==> config.mk <==
export PLATFORM = sky130hd
export DESIGN_NAME = vga_line_fetch
export DESIGN_NICKNAME = d
export VERILOG_FILES = /design/src/hdl/vga_pkg.sv /design/src/hdl/vga_line_fetch.sv
export SDC_FILE = /design/constraint.sdc
export NUM_CORES = 1
export LEC_CHECK = 0
export BUFFER_PORTS_ARGS = -buffer_cell sky130_fd_sc_hd__buf_2
export CAP_MARGIN = 20
export CORE_UTILIZATION = 58
export CTS_CLUSTER_DIAMETER = 30
export DETAILED_ROUTE_END_ITERATION = 8
export PLACE_DENSITY_LB_ADDON = 0.1
export SYNTH_ARGS = -nofsm -noshare
export SYNTH_HDL_FRONTEND = slang
export SYNTH_SLANG_ARGS = --single-unit
==> constraint.sdc <==
create_clock -name clk -period 5.1 [get_ports clk]
set_input_delay 0.51 -clock clk [delete_from_list [all_inputs] [get_ports clk]]
set_output_delay 0.51 -clock clk [all_outputs]
set_load 0.02 [all_outputs]
==> src/hdl/vga_pkg.sv <==
// Shared types for the bit-plane display controller
// Frame word with one bit per pixel in each colour plane
// 3-3-2 output colour and the host write bundle

package vga_pkg;

	////////////////////////////////////////
	// Widths
	////////////////////////////////////////

	// Pixels carried by one frame word, one bit per pixel and plane
	localparam int word_w = 32;

	// Frame memory address width seen by the host and the fetcher
	localparam int addr_w = 16;

	////////////////////////////////////////
	// Frame memory word
	////////////////////////////////////////

	// Bit i of each plane belongs to pixel i of the word
	// The three planes are stored side by side in a single 96 bit word
	typedef struct packed {
		logic [word_w-1:0] red;
		logic [word_w-1:0] green;
		logic [word_w-1:0] blue;
	} frame_word_t;

	////////////////////////////////////////
	// Output colour
	////////////////////////////////////////

	// Red and green get three bits, blue gets two
	// Each plane bit is replicated to full intensity by the fetcher
	typedef struct packed {
		logic [2:0] red;
		logic [2:0] green;
		logic [1:0] blue;
	} rgb332_t;

	////////////////////////////////////////
	// Host write
	////////////////////////////////////////

	// One frame word and its address, taken on a single cycle strobe
	// Address is row times words per row plus the word index in the row
	typedef struct packed {
		logic [addr_w-1:0] addr;
		frame_word_t       data;
	} host_wr_t;

endpackage

==> src/hdl/vga_line_fetch.sv <==
// Line fetcher
// Reads frame words per line with a one word prefetch
// Serializes scaled pixels and expands them to 3-3-2 colour

`timescale 1ns/1ps

module vga_line_fetch #(
	parameter int img_words  = 10,
	parameter int img_h      = 240,
	parameter int pix_scale  = 2,
	parameter int line_scale = 2
) (
	input  logic                       clk,
	input  logic                       reset,
	input  logic                       frame_start,
	input  logic                       line_start,
	input  logic                       pix_en,
	output logic                       rd_en,
	output logic [vga_pkg::addr_w-1:0] rd_addr,
	input  vga_pkg::frame_word_t       rd_data,
	output vga_pkg::rgb332_t           rgb
);
	import vga_pkg::*;

	localparam int row_w = (img_h > 1) ? $clog2(img_h) : 1;
	localparam int rep_w = (line_scale > 1) ? $clog2(line_scale) : 1;
	localparam int wd_w  = $clog2(img_words + 2);
	localparam int bit_w = $clog2(word_w);
	localparam int sc_w  = (pix_scale > 1) ? $clog2(pix_scale) : 1;

	// Image position
	logic [row_w-1:0]  row;
	logic [rep_w-1:0]  line_rep;
	logic [wd_w-1:0]   word_idx;
	logic [bit_w-1:0]  bit_idx;
	logic [sc_w-1:0]   scale_cnt;
	logic [addr_w-1:0] line_base;

	// Read tracking, tgt is 0 for the current buffer and 1 for the next
	logic prime;
	logic rd_tgt;
	logic vld;
	logic vld_tgt;

	frame_word_t cur_buf;
	frame_word_t nxt_buf;

	logic [row_w-1:0]  row_eff;
	logic [rep_w-1:0]  rep_eff;
	logic [addr_w-1:0] base_now;
	logic              pix_last;
	logic              swap;
	logic              more;
	rgb332_t           pix_rgb;

	////////////////////////////////////////
	// Position decode
	////////////////////////////////////////

	// frame_start lands on the first line_start, so that line sees row 0
	assign row_eff  = frame_start ? '0 : row;
	assign rep_eff  = frame_start ? '0 : line_rep;
	assign base_now = addr_w'(int'(row_eff) * img_words);

	// Last clock of a pixel, and of the last pixel of a word
	assign pix_last = (int'(scale_cnt) == pix_scale - 1);
	assign swap     = pix_en && pix_last && (int'(bit_idx) == word_w - 1);

	// Whether the word two ahead of the one on screen still exists
	assign more = (int'(word_idx) + 2 < img_words);

	////////////////////////////////////////
	// Counters and read requests
	////////////////////////////////////////

	always_ff @(posedge clk or posedge reset) begin
		if (reset) begin
			row       <= '0;
			line_rep  <= '0;
			word_idx  <= '0;
			bit_idx   <= '0;
			scale_cnt <= '0;
			line_base <= '0;
			prime     <= 1'b0;
			rd_en     <= 1'b0;
			rd_addr   <= '0;
			rd_tgt    <= 1'b0;
			vld       <= 1'b0;
			vld_tgt   <= 1'b0;
		end else begin
			rd_en   <= 1'b0;
			vld     <= rd_en;
			vld_tgt <= rd_tgt;
			if (line_start) begin
				// Word 0 of this row goes straight into the current buffer
				line_base <= base_now;
				rd_en     <= 1'b1;
				rd_addr   <= base_now;
				rd_tgt    <= 1'b0;
				prime     <= (img_words > 1);
				word_idx  <= '0;
				bit_idx   <= '0;
				scale_cnt <= '0;
				// Row moves on once it has been shown line_scale times
				if (int'(rep_eff) == line_scale - 1) begin
					line_rep <= '0;
					row <= (int'(row_eff) == img_h - 1) ? '0 : row_eff + 1'b1;
				end else begin
					line_rep <= rep_eff + 1'b1;
					row      <= row_eff;
				end
			end else begin
				// Word 1 follows one clock behind word 0
				if (prime) begin
					prime   <= 1'b0;
					rd_en   <= 1'b1;
					rd_addr <= line_base + 1'b1;
					rd_tgt  <= 1'b1;
				end
				if (pix_en) begin
					if (pix_last) begin
						scale_cnt <= '0;
						bit_idx   <= bit_idx + 1'b1;
					end else begin
						scale_cnt <= scale_cnt + 1'b1;
					end
					// At a word boundary refill the prefetch buffer
					if (swap) begin
						word_idx <= word_idx + 1'b1;
						if (more) begin
							rd_en   <= 1'b1;
							rd_addr <= line_base + addr_w'(word_idx) + addr_w'(2);
							rd_tgt  <= 1'b1;
						end
					end
				end
			end
		end
	end

	////////////////////////////////////////
	// Word buffers
	////////////////////////////////////////

	// Refill of nxt_buf lands two clocks after a swap,
	// well before the next swap
	always_ff @(posedge clk) begin
		if (vld && !vld_tgt) begin
			cur_buf <= rd_data;
		end else if (swap) begin
			cur_buf <= nxt_buf;
		end
		if (vld && vld_tgt) begin
			nxt_buf <= rd_data;
		end
	end

	////////////////////////////////////////
	// Colour output
	////////////////////////////////////////

	// Replicate each plane bit up to the width of its colour field
	assign pix_rgb.red   = {3{cur_buf.red[bit_idx]}};
	assign pix_rgb.green = {3{cur_buf.green[bit_idx]}};
	assign pix_rgb.blue  = {2{cur_buf.blue[bit_idx]}};

	// Registered on pix_en so rgb lines up with de, black outside
	always_ff @(posedge clk or posedge reset) begin
		if (reset) begin
			rgb <= '0;
		end else if (pix_en) begin
			rgb <= pix_rgb;
		end else begin
			rgb <= '0;
		end
	end

endmodule

Word level (Yosys, flattened, before mapping). Cells that the tools add are included.

Output and inout port bits: 25. Input port bits: 101. Bits in registers: 255. Logic and storage cells: 85.

Mux-type cells: 39. $lt $le $gt $ge: 2. Equality and inequality tests: 2. Add/subtract/negate cells: 9. Reduce and logical (&&, ||, !) cells: 11. $mul: 1.

Operators by type and width (number): 2-to-1 mux 96 bit (2); 2-to-1 mux 16 bit (5); 2-to-1 mux 8 bit (4); 2-to-1 mux 1 bit (19); adder 16 x 1 -> 16 bit (second input constant) (1); adder 16 x 2 -> 16 bit (second input constant) (1); adder 16 x 4 -> 16 bit (1); binary-select mux 1 bit (select 5 bit) (3); 2-to-1 mux 5 bit (3); 2-to-1 mux 4 bit (3); multiplier 8 x 3 -> 11 bit (second input constant) (1); adder 8 x 1 -> 8 bit (second input constant) (1); equality test 8 x 6 -> 1 bit (second input constant) (1); nonzero test 2 bit (4); less-than comparator 5 x 6 -> 1 bit (second input constant) (1); adder 4 x 2 -> 5 bit (second input constant) (1); adder 5 x 1 -> 5 bit (second input constant) (1); equality test 5 x 1 -> 1 bit (second input constant) (1); less-than comparator 5 x 4 -> 1 bit (second input constant) (1); adder 4 x 1 -> 4 bit (second input constant) (1); logical AND 1 bit (4); AND reduction 2 bit (2); adder 1 bit (second input constant) (2); zero test 1 bit (1).

Longest topological paths before layout.
Depth in word-level cells: 6. Mapped depth: 11. Depth with buffers taken out: 11.

Worst setup path after synthesis. No wires, ideal clock.

Path kind: register -> register. Start: register vld_tgt. End: register cur_buf[0] in the netlist's numbering, enable pin. Buffers on the path: 3. Stages on the path, launching flop included: 6. Clock period less this slack: 3.665 ns. Library setup time: 0.453 ns. Arrival: 3.212 ns. Slack: 1.435 ns. Required time: 4.647 ns. Cells stage by stage: dfrtp_1 -> nor2b_1 -> clkbuf_1 -> clkbuf_1 -> buf_2 -> a21o_1.

Word-level cells in the longest chain between the ends: 3.

Ends and longest elaborated chain: from (decl) (line vga_line_fetch.sv:43) `logic vld_tgt;`; from (signal assigned) (line vga_line_fetch.sv:93) `vld_tgt <= rd_tgt;`; zero test 1 bit (line vga_line_fetch.sv:148) `if (vld && !vld_tgt) begin`; logical AND 1 bit (line vga_line_fetch.sv:148); nonzero test 2 bit (no source line); to (signal assigned) (line vga_line_fetch.sv:149) `cur_buf <= rd_data;`; to (signal assigned) (line vga_line_fetch.sv:151) `cur_buf <= nxt_buf;`; to (decl) (line vga_line_fetch.sv:45) `frame_word_t cur_buf;`.

No other way between the ends. A chain may end at the register's enable or synchronous reset.

Worst setup path after layout.
Start: register bit_idx[0]. End: register cur_buf[90] in the netlist's numbering, enable pin.

Word-level cells in the longest chain between the ends: 3.

Ends and longest elaborated chain: from (decl) (line vga_line_fetch.sv:35) `logic [bit_w-1:0] bit_idx;`; from (signal assigned) (line vga_line_fetch.sv:123) `bit_idx <= bit_idx + 1'b1;`; equality test 5 x 1 -> 1 bit (line vga_line_fetch.sv:67) `assign swap = pix_en && pix_last && (int'(bit_idx) == word_w - 1);`; logical AND 1 bit (line vga_line_fetch.sv:67); nonzero test 2 bit (no source line).

No other way between the ends.

==> results by group <==
Run status
  – Status: finished with violations
  – Failing checks: DRC

Place
  – PortBufs: 125
  – HPWL Detailed: 13300 um
  – Worst slack, placed: 1.81 ns
  – Placed instance area: 11600 um^2
  – Gpl congestion: 0.864

Finish
  – Final nets: 944
  – Area Overhead vs Synth: 21.6%
  – Share of layout cells above drive strength 1: 39.2%
  – FILL cells: 1154
  – Commonest non-fill, non-tap cell in the layout: edfxtp_1
  – Post-route cell area: 13100 um^2
  – Ant. Diodes: 0
  – Finished Core Util: 72.6%
  – Most frequent cells in the layout: edfxtp_1 (192), buf_2 (125), mux2_2 (100), dfrtp_1 (53), clkbuf_16 (47)
  – Register Area: 7120 um^2
  – Multi-input gate area: 3410 um^2

Global routing
  – Largest net degree at the start of global routing: 71
  – GR Util All Layers: 22.6%
  – First-pass GRT wire length: 33600 um
  – Initial antenna violation count: 0
  – Via count of the first global-routing pass: 6417
  – Grt total ovfl: 0

Drt
  – Via count: 6167
  – Drt drc: 8
  – Drt initial violations: 403
  – Routed vias/inst: 5.69
  – WL final: 20900 um
  – Router iterations before antenna repair: 7
  – Final ANT Viol Nets: 0
  – DR WL/cell: 19.3 um

STA
  – Highest clock rate: 313 MHz
  – Final Skew: 0.0225 ns
  – Final count of negative-setup-slack endpoints: 0
  – RSZ-0062 raised after global routing: false
  – Setup TNS: 0 ns
  – Crit path setup slack, layout: 1.91 ns
  – Final worst path period need: 3.19 ns
  – Fin crit share: 62.6%
  – Final Max Slew Viols: 0
  – Endpoints failing hold: 0
  – Slew @ Worst Pin: 1.03 ns
  – Rel. slew slack: 31.5%

CTS
  – Cts repair resizes: 0
  – TritonCTS buffer count: 46
  – CTS max path bufs: 3
  – Clk_lat worst skew: 0.53 ns
  – Clock Pin Slew Worst Setup and Hold Paths: 0.05 ns
  – H-Tree Level Count: 2
  – Postcts setup bufs: 0
  – Cts hold-fix bufs: 0
  – CTS tree: yes
  – Clock Tree Root: clkbuf_16
  – CTS Sinks: 246

Worst hold path
  – Class of the worst hold path: in2reg

Worst setup path
  – Crit end category: flop
  – Worst Setup SP: bit_idx[0]
  – Data required, critical path: 5.28 ns
  – Crit path kind: reg2reg
  – End point of the critical path: cur_buf[90]
  – Critical R2R Launch: bit_idx[0]
  – Arr. time, crit path: 3.38 ns
  – Worst Setup Start Kind: flop
  – Reg2Reg Depth: 5
  – Reg2Reg Setup Slack: 1.91 ns
  – Worst-path maximum fanout: 70
  – R2r endpoint: cur_buf[90]

Power
  – Pwr/cell area: 440 nW/um^2
  – Tot Pwr: 5.77 mW
  – Peak VDD IR: 0.352 mV
  – Leakage: 5.19 nW

Logic synthesis
  – Post-Synth Simple-Gate Area: 5.35%
  – Largest family of logic cells by synthesized area: multiplexers
  – Sequential area share after synthesis: 65.9%
  – Post-synth net total: 803
  – Syn Area/Cell: 15.9 um^2
  – Asr flop ratio synth: 22.0%
  – EDFF count, synth: 192
  – Primary FF master, synth: edfxtp_1
  – Mux share of post-synthesis cell area: 17.2%
  – Synth warn: 0
  – Synth Area in Adders: 2.92%
  – Synth Area in Compound Gates: 4.91%
  – Synthesized area: 10800 um^2
  – Post-Synth XOR/XNOR Area: 0.973%
  – Synthesis-stage register bit count: 246
  – Unique cell type count in the Yosys netlist: 51
  – Post-synthesis cell count: 678

Floorplan
  – Die Wd: 138 um
  – DIE HEIGHT: 138 um
  – Core Area: 18100 um^2
  – Boundary Pins: 126
  – Starting density of the core: 59.7%
  – Row count: 49
  – Die Area: 19200 um^2

Flow run
  – Max cap viols: 0
## critical path, cell delays in order (launching register included)
cell,delay (ns)
dfrtp_2,0.93
ha_1,0.29
and3_1,0.16
ha_1,0.25
a21o_4,0.71
buf_4,0.46
## through the flow
stage,hold WS [ns],instances
after floorplan,0.354,678
after global placement,0.368,1000
after detailed placement,0.384,1000
after CTS,0.148,1083
after global routing,0.160,1083
final,0.169,1083
## cells in the mapped netlist, types with 5 or more instances
cell	count	area (um^2)
a21oi_1	17	85.1
and3_1	6	37.5
buf_2	9	45.0
buf_4	6	45.0
clkbuf_1	19	71.3
dfrtp_1	54	1350
edfxtp_1	192	5770
ha_1	22	275
inv_1	26	97.6
mux2_2	100	1130
mux2i_1	11	110
mux4_1	5	131
mux4_2	22	495
nand2_1	33	124
nand3_1	7	35.0
nand4_1	5	31.3
nor2_1	24	90.1
nor2b_1	13	81.3
nor3_1	10	50.1
o21ai_0	27	135
xnor2_1	7	61.3
xor2_1	5	43.8
## logic make-up (layout without fill, tap and decap cells)
| kind of cell | count (synthesis) | in the layout |
|---|---|---|
| xor+xnor | 12 | 12 |
| simple gates | 116 | 116 |
| flops | 246 | 246 |
| mux | 138 | 138 |
| buf+inv | 64 | 240 |
| compound gates | 78 | 78 |
| fa+ha+maj | 24 | 24 |
## how the worst min path moves through the flow
stage          slack, ns        start  cells past startpoint          end
2_1_floorplan       0.35       rd_tgt                      0      vld_tgt
3_3_place_gp        0.37        rd_en                      0          vld
3_5_place_dp        0.38       rd_tgt                      0      vld_tgt
4_1_cts             0.15  rd_data[28]                      1  nxt_buf[28]
5_1_grt             0.16  rd_data[31]                      1  nxt_buf[31]
6_report            0.17  rd_data[30]                      1  nxt_buf[30]
## final cells by class
class / instances / share of cell area (%)
sequential: 246 / 54.2
multi-input combinational: 368 / 26.0
clock buffer: 53 / 9.20
timing repair buffer: 131 / 5.10
clock inverter: 30 / 2.64
tap: 229 / 2.18
inverter: 26 / 0.743
## state kept, by name (all words and copies together) (netlist names)
name,flops
line_base,11
line_rep,1
rd_addr,16
vld_tgt,1
rgb,3
row,8
bit_idx,5
prime,1
word_idx,4
vld,1
rd_en,1
pix_last,1
cur_buf,96
rd_tgt,1
nxt_buf,96
## metal layers
layer | wire length (um) | part of all wire (%) | GRT usage [%]
met1 | 9410 | 45 | 31.0
met2 | 10000 | 48 | 36.5
met3 | 947 | 4.5 | 3.98
met4 | 510 | 2.4 | 8.52
met5 | 0 | 0 | 0
## where the power goes
part	internal (mW)	switching (mW)
sequential	2.33	0.0522
clock	2.04	0.976
combinational	0.178	0.195
total	4.55	1.22
Power figures use the tool's default switching activity.
