[src/hdl/vga_pkg.sv]
// Shared types for the bit-plane display controller
// Frame word with one bit per pixel in each colour plane
// 3-3-2 output colour and the host write bundle

package vga_pkg;

	////////////////////////////////////////
	// Widths
	////////////////////////////////////////

	// Pixels carried by one frame word, one bit per pixel and plane
	localparam int word_w = 32;

	// Frame memory address width seen by the host and the fetcher
	localparam int addr_w = 16;

	////////////////////////////////////////
	// Frame memory word
	////////////////////////////////////////

	// Bit i of each plane belongs to pixel i of the word
	// The three planes are stored side by side in a single 96 bit word
	typedef struct packed {
		logic [word_w-1:0] red;
		logic [word_w-1:0] green;
		logic [word_w-1:0] blue;
	} frame_word_t;

	////////////////////////////////////////
	// Output colour
	////////////////////////////////////////

	// Red and green get three bits, blue gets two
	// Each plane bit is replicated to full intensity by the fetcher
	typedef struct packed {
		logic [2:0] red;
		logic [2:0] green;
		logic [1:0] blue;
	} rgb332_t;

	////////////////////////////////////////
	// Host write
	////////////////////////////////////////

	// One frame word and its address, taken on a single cycle strobe
	// Address is row times words per row plus the word index in the row
	typedef struct packed {
		logic [addr_w-1:0] addr;
		frame_word_t       data;
	} host_wr_t;

endpackage

[src/hdl/vga_timing.sv]
// Display timing controller
// Horizontal and vertical counters, registered sync and data enable
// Fetch strobes for the line fetcher

`timescale 1ns/1ps

module vga_timing #(
	parameter int h_total    = 800,
	parameter int h_sync     = 96,
	parameter int h_start    = 144,
	parameter int v_total    = 525,
	parameter int v_sync     = 2,
	parameter int v_start    = 35,
	parameter int img_words  = 10,
	parameter int img_h      = 240,
	parameter int pix_scale  = 2,
	parameter int line_scale = 2
) (
	input  logic clk,
	input  logic reset,
	output logic hsync,
	output logic vsync,
	output logic de,
	output logic pix_en,
	output logic line_start,
	output logic frame_start
);
	import vga_pkg::*;

	// End of the visible window, one past the last visible count
	localparam int h_end = h_start + img_words * word_w * pix_scale;
	localparam int v_end = v_start + img_h * line_scale;

	localparam int h_w = $clog2(h_total);
	localparam int v_w = $clog2(v_total);

	logic [h_w-1:0] h_cnt;
	logic [v_w-1:0] v_cnt;
	logic           h_act;
	logic           v_act;

	////////////////////////////////////////
	// Counters
	////////////////////////////////////////

	// Clock count within the line and line count within the frame
	// The line count steps on the last clock of every line
	always_ff @(posedge clk or posedge reset) begin
		if (reset) begin
			h_cnt <= '0;
			v_cnt <= '0;
		end else if (int'(h_cnt) == h_total - 1) begin
			h_cnt <= '0;
			if (int'(v_cnt) == v_total - 1) begin
				v_cnt <= '0;
			end else begin
				v_cnt <= v_cnt + 1'b1;
			end
		end else begin
			h_cnt <= h_cnt + 1'b1;
		end
	end

	////////////////////////////////////////
	// Window decode
	////////////////////////////////////////

	// Visible clocks of a line and visible lines of a frame
	assign h_act = (int'(h_cnt) >= h_start) && (int'(h_cnt) < h_end);
	assign v_act = (int'(v_cnt) >= v_start) && (int'(v_cnt) < v_end);

	// Pixel enable leads de by one clock since de is registered below
	assign pix_en = h_act && v_act;

	// Clock 0 of a visible line leaves h_start clocks for the first read
	// The fetcher needs three of them to get word 0 into its buffer
	assign line_start = (h_cnt == '0) && v_act;

	// Only the first visible line restarts the image at row 0
	assign frame_start = (h_cnt == '0) && (int'(v_cnt) == v_start);

	////////////////////////////////////////
	// Registered outputs
	////////////////////////////////////////

	// Both syncs are active low and idle high out of reset
	// All three outputs trail the counter state by one clock
	always_ff @(posedge clk or posedge reset) begin
		if (reset) begin
			hsync <= 1'b1;
			vsync <= 1'b1;
			de    <= 1'b0;
		end else begin
			hsync <= !(int'(h_cnt) < h_sync);
			vsync <= !(int'(v_cnt) < v_sync);
			de    <= pix_en;
		end
	end

endmodule

[config.mk]
export PLATFORM = sky130hd
export DESIGN_NAME = vga_timing
export DESIGN_NICKNAME = d
export VERILOG_FILES = /design/src/hdl/vga_pkg.sv /design/src/hdl/vga_timing.sv
export SDC_FILE = /design/constraint.sdc
export NUM_CORES = 1
export LEC_CHECK = 0
export ABC_AREA = 1
export BUFFER_PORTS_ARGS = -buffer_cell sky130_fd_sc_hd__clkbuf_2
export CORE_UTILIZATION = 57
export DETAILED_ROUTE_END_ITERATION = 6
export PLACE_DENSITY = 0.75
export SLEW_MARGIN = 10
export SYNTH_ARGS = -nofsm -noshare
export SYNTH_HDL_FRONTEND = slang
export SYNTH_SLANG_ARGS = --single-unit
export TNS_END_PERCENT = 20
[constraint.sdc]
create_clock -name clk -period 2.9 [get_ports clk]
set_input_delay 0 -clock clk [delete_from_list [all_inputs] [get_ports clk]]
set_output_delay 0 -clock clk [all_outputs]
set_load 0.02 [all_outputs]
# After elaboration in Yosys (flattened, before gate mapping)
# Cells that the tools add are included.
# word_totals
word_cells	26
inputBits	2
out_inout_bits	6
reg_bits	23
# op_classes
n_addsub	2
reduce_logical	8
magnitude_cmp	6
n_mux	2
eq_ne	3
# op_table
cell	n
10-bit by 1-bit adder with 10-bit output, second input constant	2
10-bit less-than comparator, second input constant	2
10-bit 2-to-1 mux	2
10-bit == test, second input constant	1
10-bit by 7-bit == test with 1-bit output, second input constant	1
10-bit by 9-bit == test with 1-bit output, second input constant	1
10-bit by 6-bit >= comparator with 1-bit output, second input constant	1
10-bit by 8-bit >= comparator with 1-bit output, second input constant	1
10-bit zero test	1
10-bit by 2-bit less-than comparator with 1-bit output, second input constant	1
10-bit by 7-bit less-than comparator with 1-bit output, second input constant	1
1-bit logical AND	5
1-bit zero test	2

# Longest topological paths before layout
# Gate-level depths: netlist of the first run.
# logic_depth
depth_word	3
mapped_depth	8
mapped_depth_nobuf	8

# Worst setup path before layout of the first run
# OpenSTA, ideal clock, no wires.
# synth_timing
path_type	flip-flop to flip-flop
startpoint	register v_cnt[5]
endpoint	register de
path_stages_with_launch	9
setup_slack_ps	1492
setup_time_ps	149
n_path_buf	1
t_arrival_ps	1259
t_required_ps	2751
synth_period_minus_slack_ps	1408
cell_sequence	dfrtp_1 > clkbuf_2 > nor2_1 > inv_1 > nor2_1 > nand3b_1 > nand2_1 > nand2_1 > nor2_1
# synth_via
elab_chain_len	3
elab_cells_between_ends	4
cone_classes	order compare: 2; reduce/logical: 2
# synth_lines
element	line	text
start, declared	vga_timing.sv:38	logic [v_w-1:0] v_cnt;
start signal, assigned	vga_timing.sv:57	v_cnt <= v_cnt + 1'b1;
10-bit by 6-bit >= comparator with 1-bit output / 10-bit less-than comparator (equally long branches)	vga_timing.sv:70	assign v_act = (int'(v_cnt) >= v_start) && (int'(v_cnt) < v_end);
1-bit logical AND (*)	vga_timing.sv:70	
1-bit logical AND (*)	vga_timing.sv:73	assign pix_en = h_act && v_act;
named net pix_en	vga_timing.sv:24	output logic pix_en,
end signal, assigned	vga_timing.sv:96	de <= pix_en;
end, declared	vga_timing.sv:23	output logic de,
# The timed path passes the listed nets; every way through them passes the cells marked *.
# A chain may end at the register's enable or synchronous reset.

# Final worst setup path of the first run
# layout_timing
startpoint	register v_cnt[4]
endpoint	output port pix_en
# layout_via
elab_chain_len	3
elab_cells_between_ends	4
cone_classes	order compare: 2; reduce/logical: 2
# layout_lines
element	line
10-bit by 6-bit >= comparator with 1-bit output / 10-bit less-than comparator (equally long branches)	vga_timing.sv:70
1-bit logical AND (*)	vga_timing.sv:70
1-bit logical AND (*)	vga_timing.sv:73
end, declared	vga_timing.sv:24
# Every way passes the cells marked *; elsewhere a longest branch is shown, timed or not.

==> results of run 1 <==
report_power, final:
part / internal, mW / leakage, nW / switching [mW]
clock: 0.0539 / 0.0150 / 0.0990
combinational: 0.00141 / 0.444 / 0.00615
sequential: 0.321 / 0.300 / 0
total: 0.376 / 0.758 / 0.105
layer usage:
metal  vias to the layer above  track usage  wire length [um]
li1                        579            -                 -
met1                       509       0.3075              1217
met2                        20       0.3711              1112
met3                         5      0.02727                76
met4                         0      0.09722                43
met5                         -            0                 0
cell type report:
cell class	count	area, um^2	share of cell area
inverters	26	97.59	0.06806
multi-input cells	127	651.9	0.4546
repair buffers	8	45.04	0.03141
well taps	28	35.03	0.02443
flip-flops and latches	23	578.1	0.4031
clock buffers	4	26.28	0.01832
what timing repair did:
item                                   in CTS  in global routing
endpoints found under the hold margin      21                  0
buffers inserted                            0                  0
hold buffers                                1                  0
stage by stage:
step	hold WS [ns]	cells	setup slack [ns]	utilization	area (um^2)
2_1_floorplan	0.0004414	178	1.492	-	1338
3_3_place_gp	0.1933	211	1.557	0.6318	1398
3_5_place_dp	0.2054	211	1.533	0.6318	1398
4_1_cts	0.4002	216	1.177	0.6482	1434
5_1_grt	0.4425	216	0.9714	0.6482	1434
6_report	0.3638	216	1.184	0.6482	1434
worst max-delay path, cell delays in order, from the launching register on:
cell and delay (ns):
dfrtp_1 0.46, nor2_1 0.17, inv_1 0.07, nor2_1 0.13
nand3b_1 0.09, nand2_1 0.06, nand2_1 0.06, nor2_1 0.16
clkbuf_2 0.20
cells by family after synthesis:
logic type	count (synthesis)	share of synthesized area
compound gates	14	0.05426
xor+xnor	7	0.04584
fa+ha+maj	4	0.03742
buf+inv	28	0.08044
flops	23	0.4322
simple gates	102	0.3499
state kept, by name, summed over array words and instances, names as in the netlist:
signal  cells
de          1
h_cnt      10
hsync       1
v_cnt      10
vsync       1
cells in the final DEF, fill, tap and decap left out:
cell type,instances
clkbuf_4,3
ha_1,4
inv_1,25
clkbuf_2,7
nor2_4,3
o21bai_1,1
dfstp_2,2
nand4_1,6
a21oi_1,4
nand3_1,10
nor2_2,2
inv_2,1
or2_2,1
clkbuf_1,1
nand3_2,2
dlygate4sd3_1,1
nand3b_1,2
o21ai_0,9
nand2_2,2
nand2_1,37
xor2_1,7
nor2_1,35
dfrtp_1,21
nor3_1,2
worst max-delay path by stage:
stage | from | endpoint | slack (ns)
CTS | v_cnt[4] | pix_en | 1.18
global route | v_cnt[4] | pix_en | 0.97
floorplan | v_cnt[5] | de | 1.49
global placement | h_cnt[0] | v_cnt[4] | 1.56
detailed placement | h_cnt[1] | v_cnt[4] | 1.53
finish | v_cnt[4] | pix_en | 1.18
==> metrics, run 1 <==
count of final setup violators=0; LEAKAGE=~0.76 nW; vias in the first global route=approximately 1100; worst slew pin tran=roughly 0.85 ns; number of flops mapped to enable cells by yosys=0; PwrDens=approximately 340 nW/um^2; # Max-Cap Violations=0; clock root buffer=clkbuf_4; Tot GR Track Use=0.2289; mapped cell area=~1300 um^2; Final Slew Violations=0; sum of negative setup slack=0 ns; Pwr Total=481.3 uW; Post-Syn Area per Cell=7.514 um^2; CP Capture Type=output port; Mapped Cells=178; Area Growth Syn to Fin=7.203%; Final ANT Viol Nets=0; critical path data required time=2.90 ns; top post-synthesis cells by area=dfrtp_1 39%, nand2_1 10%, nor2_1 9.8%, inv_1 7.0%, xor2_1 4.6%; CTS-repair resized insts=0; most frequent cell after synthesis=nand2_1; synthesis warning total=0; CTS tree=yes; core box area=roughly 2200 um^2; DRT iter0 DRCs=34; Yosys reg bits=23; antenna violations before repair=0; Post-Route Skew=0.0009237 ns; HP Class=input pin to async pin; # diodes=0; clk sinks=23; top post-synthesis cells by count=37 x nand2_1, 35 x nor2_1, 25 x inv_1; FILL cells=198; Skew-Pair Late Insertion Delay=~0.32 ns; Starting Density=0.6046; die area=approximately 2500 um^2; Worst Reg-to-Reg Cells=6; Die Wd=between 50 and 60 um; drt first pass iters=4; FF-to-FF setup slack=approximately 1.5 ns; CP Class=register to output port; total number of vias=1113; Max clock buf depth=2; Num CTS Buffers=3; syn nets=approximately 180; Final Hold Vio Count=0; remaining global-route overflow=0; area leader, netlist=dfrtp_1; outcome=complete, no violations; r2r startpoint=v_cnt[1]; Final min period=about 1.7 ns; Worst setup SP type=register; Via density=about 5; I/O Pins=8; DRC Markers=0; DRT Wirelength=between 2000 and 2500 um; ys async rst share=1.000; relative max-transition margin=0.4332; Achievable Freq=slightly below 600 MHz; Rows=17; average wire per cell in the routed design=11.34 um; worst vdd ir=~340 uV; Net count, final=slightly below 200; H-tree levels=1; Seq/Total Area, Yosys=0.4322; crit-path max FO=8; largest net degree at the start of global routing=24; r2r endpoint=v_cnt[6]; top cell type's share of synthesized area=0.3929; layout cells sized above 1=0.1223; synth unique cells=22; DIE HEIGHT=50.44 um; GPL Wtd Cong=roughly 0.87; CP arrival=between 1.5 and 2 ns; CTS clock-pin slew for the worst setup and hold paths=about 0.12 ns; Post-DP HPWL=around 1900 um; top_reg_cell synth=dfrtp_1; first-pass GRT wire length=between 4000 and 5000 um; RSZ-0062 raised after global routing=no; Final Cycle Share=0.5916; # port buffers=7
(Power assumes the default switching activity.)
==> run 2, diff against run 1 <==
--- a/config.mk
+++ b/config.mk
@@ -5,11 +5,11 @@
 export SDC_FILE = /design/constraint.sdc
 export NUM_CORES = 1
 export LEC_CHECK = 0
-export ABC_AREA = 1
+export ABC_AREA = 0
 export BUFFER_PORTS_ARGS = -buffer_cell sky130_fd_sc_hd__clkbuf_2
 export CORE_UTILIZATION = 57
 export DETAILED_ROUTE_END_ITERATION = 6
-export PLACE_DENSITY = 0.75
+export PLACE_DENSITY = 0.76
 export SLEW_MARGIN = 10
 export SYNTH_ARGS = -nofsm -noshare
 export SYNTH_HDL_FRONTEND = slang
==> constraint.sdc (replaced) <==
create_clock -name clk -period 1.6 [get_ports clk]
set_input_delay 0 -clock clk [delete_from_list [all_inputs] [get_ports clk]]
set_output_delay 0 -clock clk [all_outputs]
set_load 0.02 [all_outputs]
==> metrics, run 2 <==
Area Growth Syn to Fin=27.76%; Num CTS Buffers=3; # port buffers=7; total number of vias=approximately 1100; clk sinks=23; CP Depth=4; most common cell after layout, fill and taps aside=buf_4; ys async rst share=1.000; outcome=finished, violations left; final core occ=0.7816; WP buf/inv=1; Hold WS=roughly 0.040 ns; worst vdd ir=503.9 uV; CTS tree=yes; top post-synthesis cells by count=21 x dfrtp_1, 13 x nand2_1, 12 x nand3_1; FF-to-FF setup slack=approximately 0.02 ns; H-tree levels=1; die area=~2300 um^2; commonest non-fill, non-tap cells in the layout=22 x buf_4, 20 x dfrtp_1, 13 x nand2_1; # Max-Cap Violations=0; drt first pass iters=4; Post-Syn Area per Cell=approximately 10 um^2; critical path data required time=between 1.5 and 2 ns; Mapped Cells=between 100 and 150; Max clock buf depth=2; syn nets=130; worst slew pin tran=around 0.35 ns; top_reg_cell synth=dfrtp_1; Achievable Freq=between 500 and 600 MHz; antenna violations before repair=0; Post-DP HPWL=1892 um; most frequent cell after synthesis=dfrtp_1; sum of negative setup slack=-0.6955 ns; Via density=5.972; r2r endpoint=v_cnt[4]; Post-Route Skew=0.003508 ns; CP arrival=~1.8 ns; Starting Density=0.6117; top cell type's share of synthesized area=0.4334; Place WS=between 0.002 and 0.003 ns; CTS clock-pin slew for the worst setup and hold paths=0.13 ns; Critical Path Max Stage Delay=0.47 ns; number of flops mapped to enable cells by yosys=0; setup slack after layout=-0.2422 ns; synth unique cells=33; GPL Wtd Cong=approximately 0.86; core box area=between 1500 and 2000 um^2; LEAKAGE=0.7027 nW; crit-path max FO=4; Final Cycle Share=1.151; Seq/Total Area, Yosys=0.4768; top post-synthesis cells by area=dfrtp_1 43%, nand3_1 5.0%, dfstp_2 4.3%, ha_1 4.1%, nand2_1 4.0%; relative max-transition margin=0.7678; # diodes=0; DRC Markers=0; biggest regs=h_cnt: 10 flops, v_cnt: 10 flops; Yosys reg bits=23; synthesis warning total=0; RSZ-0062 raised after global routing=yes; CP Capture Type=output port; I/O Pins=8; uppermost routed layer=met4; Tot GR Track Use=0.2535; average wire per cell in the routed design=around 15 um; DRT iter0 DRCs=50; Final ANT Viol Nets=0; HP Class=input pin to async pin; DRT Wirelength=2697 um; r2r startpoint=v_cnt[1]; Final min period=about 1.8 ns; Skew-Pair Late Insertion Delay=roughly 0.32 ns; Cell Chain, Critical Path=nor4_4 -> nand2_1 -> nor4_2 -> buf_4; Final Hold Vio Count=0; area leader, netlist=dfrtp_1; failing checks=setup timing; Net count, final=~160; crit path max-delay cell type=dfrtp_2; length of routed wiring on met1=around 1200 um; first-pass GRT wire length=roughly 4000 um; CP top delay family=simple AND/OR/NAND/NOR gates; Rows=16; clock root buffer=clkbuf_4; PwrDens=around 570 nW/um^2; vias in the first global route=approximately 940; Die Wd=48.12 um; layout cells sized above 1=0.3312; Final Slew Violations=0; largest net degree at the start of global routing=23; DIE HEIGHT=48.12 um; met2 wire length=1349 um; mapped cell area=about 1200 um^2; WL met3=approximately 160 um; remaining global-route overflow=0; Worst setup SP type=register; FILL cells=about 120; CP Class=register to output port; count of final setup violators=3; Worst Reg-to-Reg Cells=6
[run 2: changes by cell type in the layout (fill, tap and decap cells not counted), sizes merged, moves of 5 or more]
| cell | previous run | this run |
|---|---|---|
| buf | 0 | 24 |
| nor2 | 40 | 8 |
| inv | 26 | 7 |
| nand2 | 39 | 13 |
| xnor2 | 0 | 5 |
[run 2: worst max-delay path by stage]
stage,start,end,slack (ns)
finish,v_cnt[6],frame_start,-0.24
global route,v_cnt[6],pix_en,-0.32
CTS,v_cnt[0],pix_en,-0.29
detailed placement,h_cnt[0],v_cnt[4],0.003
global placement,h_cnt[1],v_cnt[4],0.07
floorplan,h_cnt[0],v_cnt[4],0.001
[run 2: repair_timing]
item                       CTS  global route
setup buffers                4             0
hold endpoints to repair    23             0
gates resized for setup     11             9
pin swaps                    6             2
hold buffers                 1             0
setup endpoints to repair    4             6
[run 2: logic make-up (layout without fill, tap and decap cells)]
| group | after synthesis | in the layout | share of synthesized area |
|---|---|---|---|
| and+or+nand+nor | 61 | 61 | 0.2879 |
| DFF | 23 | 23 | 0.4768 |
| adders and majority gates | 4 | 4 | 0.04128 |
| xor gates and xnor gates | 10 | 10 | 0.07224 |
| AOI/OAI and AO/OA | 13 | 13 | 0.06295 |
| buffers and inverters | 10 | 40 | 0.03406 |
| muxes | 3 | 3 | 0.02477 |
[run 2: per-layer routing]
metal  track usage  vias up
met2        0.3973       52
met1        0.3357      521
met4        0.1167        0
met5             0        -
li1              -      502
met3       0.05556        6
[run 2: worst reg2reg max path: stages (launching register included)]
cell and delay, ns:
dfrtp_1 0.44, inv_1 0.08, ha_1 0.19, and3_1 0.19
nand3_4 0.12, or4b_1 0.44, nand2_1 0.07
[run 2: through the flow]
| stage | instances | cell area (um^2) | total power, mW |
|---|---|---|---|
| after floorplan | 124 | 1219 | 0.6010 |
| after global placement | 172 | 1400 | 0.6068 |
| after detailed placement | 172 | 1400 | 0.6074 |
| after CTS | 181 | 1518 | 0.8825 |
| after global routing | 181 | 1549 | 0.9009 |
| final | 181 | 1549 | 0.8769 |
[run 2: final cells by class]
type                       count  area [um^2]  area share
timing repair buffer          29        211.5      0.1365
inverter                       7        28.78     0.01858
clock buffer                   3        22.52     0.01454
clock inverter                 1        5.005    0.003231
tap                           27        33.78     0.02181
sequential                    23        579.3      0.3740
multi-input combinational     91        668.1      0.4313
[run 2: power by group]
group	switching [mW]	total, mW	internal, mW
logic	0.0119	0.0161	0.00426
registers	0	0.582	0.582
clock network	0.186	0.279	0.0936
total	0.198	0.877	0.679
==> run 3, diff against run 2 <==
--- a/config.mk
+++ b/config.mk
@@ -7,9 +7,11 @@
 export LEC_CHECK = 0
 export ABC_AREA = 0
 export BUFFER_PORTS_ARGS = -buffer_cell sky130_fd_sc_hd__clkbuf_2
-export CORE_UTILIZATION = 57
+export CORE_MARGIN = 1.5
+export CORE_UTILIZATION = 55
+export CTS_BUF_LIST = sky130_fd_sc_hd__clkbuf_8
 export DETAILED_ROUTE_END_ITERATION = 6
-export PLACE_DENSITY = 0.76
+export PLACE_DENSITY = 0.73
 export SLEW_MARGIN = 10
 export SYNTH_ARGS = -nofsm -noshare
 export SYNTH_HDL_FRONTEND = slang
==> metrics, run 3 (same netlist as run 2, synthesis figures left out) <==
outcome=finished, violations left; failing checks=setup timing; remaining global-route overflow=0; layout cells sized above 1=0.3484; final core occ=0.7748; total number of vias=around 1000; # diodes=0; antenna violations before repair=0; Rows=16; Final Cycle Share=1.058; worst vdd ir=a little over 600 uV; clk sinks=23; # port buffers=7; Tot GR Track Use=0.2431; Via density=around 5.7; setup slack after layout=-0.09286 ns; worst slew pin tran=about 0.34 ns; Post-DP HPWL=roughly 1800 um; FILL cells=between 100 and 150; HP Class=input pin to async pin; vias in the first global route=approximately 1000; Area Growth Syn to Fin=29.21%; DIE HEIGHT=between 40 and 50 um; WP buf/inv=2; GPL Wtd Cong=0.8660; PwrDens=~610 nW/um^2; Net count, final=roughly 160; crit path max-delay cell type=dfrtp_1; clock root buffer=clkbuf_8; Final ANT Viol Nets=0; Starting Density=0.5996; DRC Markers=0; CP Capture Type=output port; relative max-transition margin=0.7744; CP arrival=1.69 ns; Post-Route Skew=roughly 0.0031 ns; CP Class=register to output port; CTS clock-pin slew for the worst setup and hold paths=around 0.080 ns; Final Hold Vio Count=0; Die Wd=between 40 and 50 um; DRT iter0 DRCs=30; Final Slew Violations=0; count of final setup violators=3; drt first pass iters=4; commonest non-fill, non-tap cells in the layout=23 x buf_4, 18 x dfrtp_1, 13 x nand2_1; largest net degree at the start of global routing=17; core box area=2022 um^2; biggest regs=h_cnt: 10 flops, v_cnt: 10 flops; non-filler instance count after layout=between 150 and 200; die area=2495 um^2; Worst setup SP type=register; Critical Path Max Stage Delay=around 0.39 ns; DRT Wirelength=2718 um; H-tree levels=1; Achievable Freq=between 500 and 600 MHz; Cell Chain, Critical Path=ha_1 -> inv_2 -> a311oi_2 -> a41oi_2 -> a311oi_2 -> buf_4; I/O Pins=8; Placed Instances=170; Num CTS Buffers=3; CP top delay family=compound AO/OA/AOI/OAI gates; RSZ-0062 raised after global routing=yes; most common cell after layout, fill and taps aside=buf_4; first-pass GRT wire length=4636 um; Skew-Pair Late Insertion Delay=roughly 0.27 ns; crit-path max FO=3; most used cell, CP=a311oi_2; LEAKAGE=0.7169 nW; critical path data required time=1.60 ns; # Max-Cap Violations=0; Final min period=~1.7 ns; Max clock buf depth=2; CTS tree=yes; average wire per cell in the routed design=about 15 um
## run 3: cell count changes in the layout (fill, tap and decap cells not counted), sizes merged
cell    delta
clkbuf     +1
clkinv     -1
inv        +1
## run 3: area by class of cell
| type | count | area [um^2] | share of cell area |
|---|---|---|---|
| Multi-Input combinational cell | 91 | 660.6 | 0.4217 |
| Sequential cell | 23 | 581.8 | 0.3714 |
| Timing Repair Buffer | 30 | 219.0 | 0.1398 |
| Clock buffer | 3 | 41.29 | 0.02636 |
| Tap cell | 27 | 33.78 | 0.02157 |
| Inverter | 7 | 26.28 | 0.01677 |
| Clock inverter | 1 | 3.754 | 0.002396 |
## run 3: power by group
part           leakage (nW)  total (mW)  switching, mW  internal (mW)
clock                0.0269       0.355          0.184          0.172
sequential            0.295       0.581              0          0.581
combinational         0.395      0.0162         0.0120        0.00421
## run 3: layer usage
layer  track usage  part of all wire  routed length [um]  vias up
li1              -                 -                   -      504
met1        0.3320              0.46                1262      494
met2        0.3778              0.47                1286       29
met3       0.04242             0.046                 125        5
met4        0.1065             0.016                  44        0
met5             0                 0                   0        -
## run 3: final timing paths
| kind | start | to | slack, ns | depth (start not counted) |
|---|---|---|---|---|
| worst max-delay path | v_cnt[0] | pix_en | -0.09 | 6 |
| worst min-delay path | reset | de | 0.21 | 3 |
| worst max register to register | v_cnt[4] | de | 0.01 | 7 |
| worst min register to register | v_cnt[2] | v_cnt[2] | 0.55 | 1 |
| max in group asynchronous | reset | hsync | 0.81 | 4 |
| min in group clk | v_cnt[2] | v_cnt[2] | 0.55 | 1 |
## run 3: worst reg2reg max path: stages, from the launching register on
cell,delay (ns)
dfrtp_1,0.40
nor4_2,0.27
buf_4,0.18
a311oi_2,0.09
a41oi_2,0.22
a311oi_2,0.07
buf_4,0.16
buf_6,0.10
## run 3: stage by stage
| stage | total power, mW | setup WS (ns) | setup TNS [ns] | hold slack (ns) | area, um^2 |
|---|---|---|---|---|---|
| 2_1_floorplan | 0.6010 | 0.0009679 | 0 | 0.0004414 | 1219 |
| 3_3_place_gp | 0.6068 | 0.01912 | 0 | -0.06979 | 1385 |
| 3_5_place_dp | 0.6074 | -0.0008304 | -0.0008304 | -0.05198 | 1385 |
| 4_1_cts | 0.9589 | -0.1497 | -0.3681 | 0.2136 | 1511 |
| 5_1_grt | 0.9807 | -0.1646 | -0.5474 | 0.2328 | 1567 |
| 6_report | 0.9523 | -0.09286 | -0.2393 | 0.2077 | 1567 |
## run 3: repair_timing
item	in CTS	in global routing
hold buffers	1	0
pin swaps	3	6
setup buffers	5	2
setup endpoints to repair	4	10
endpoints found under the hold margin	7	0
gates resized for setup	7	13
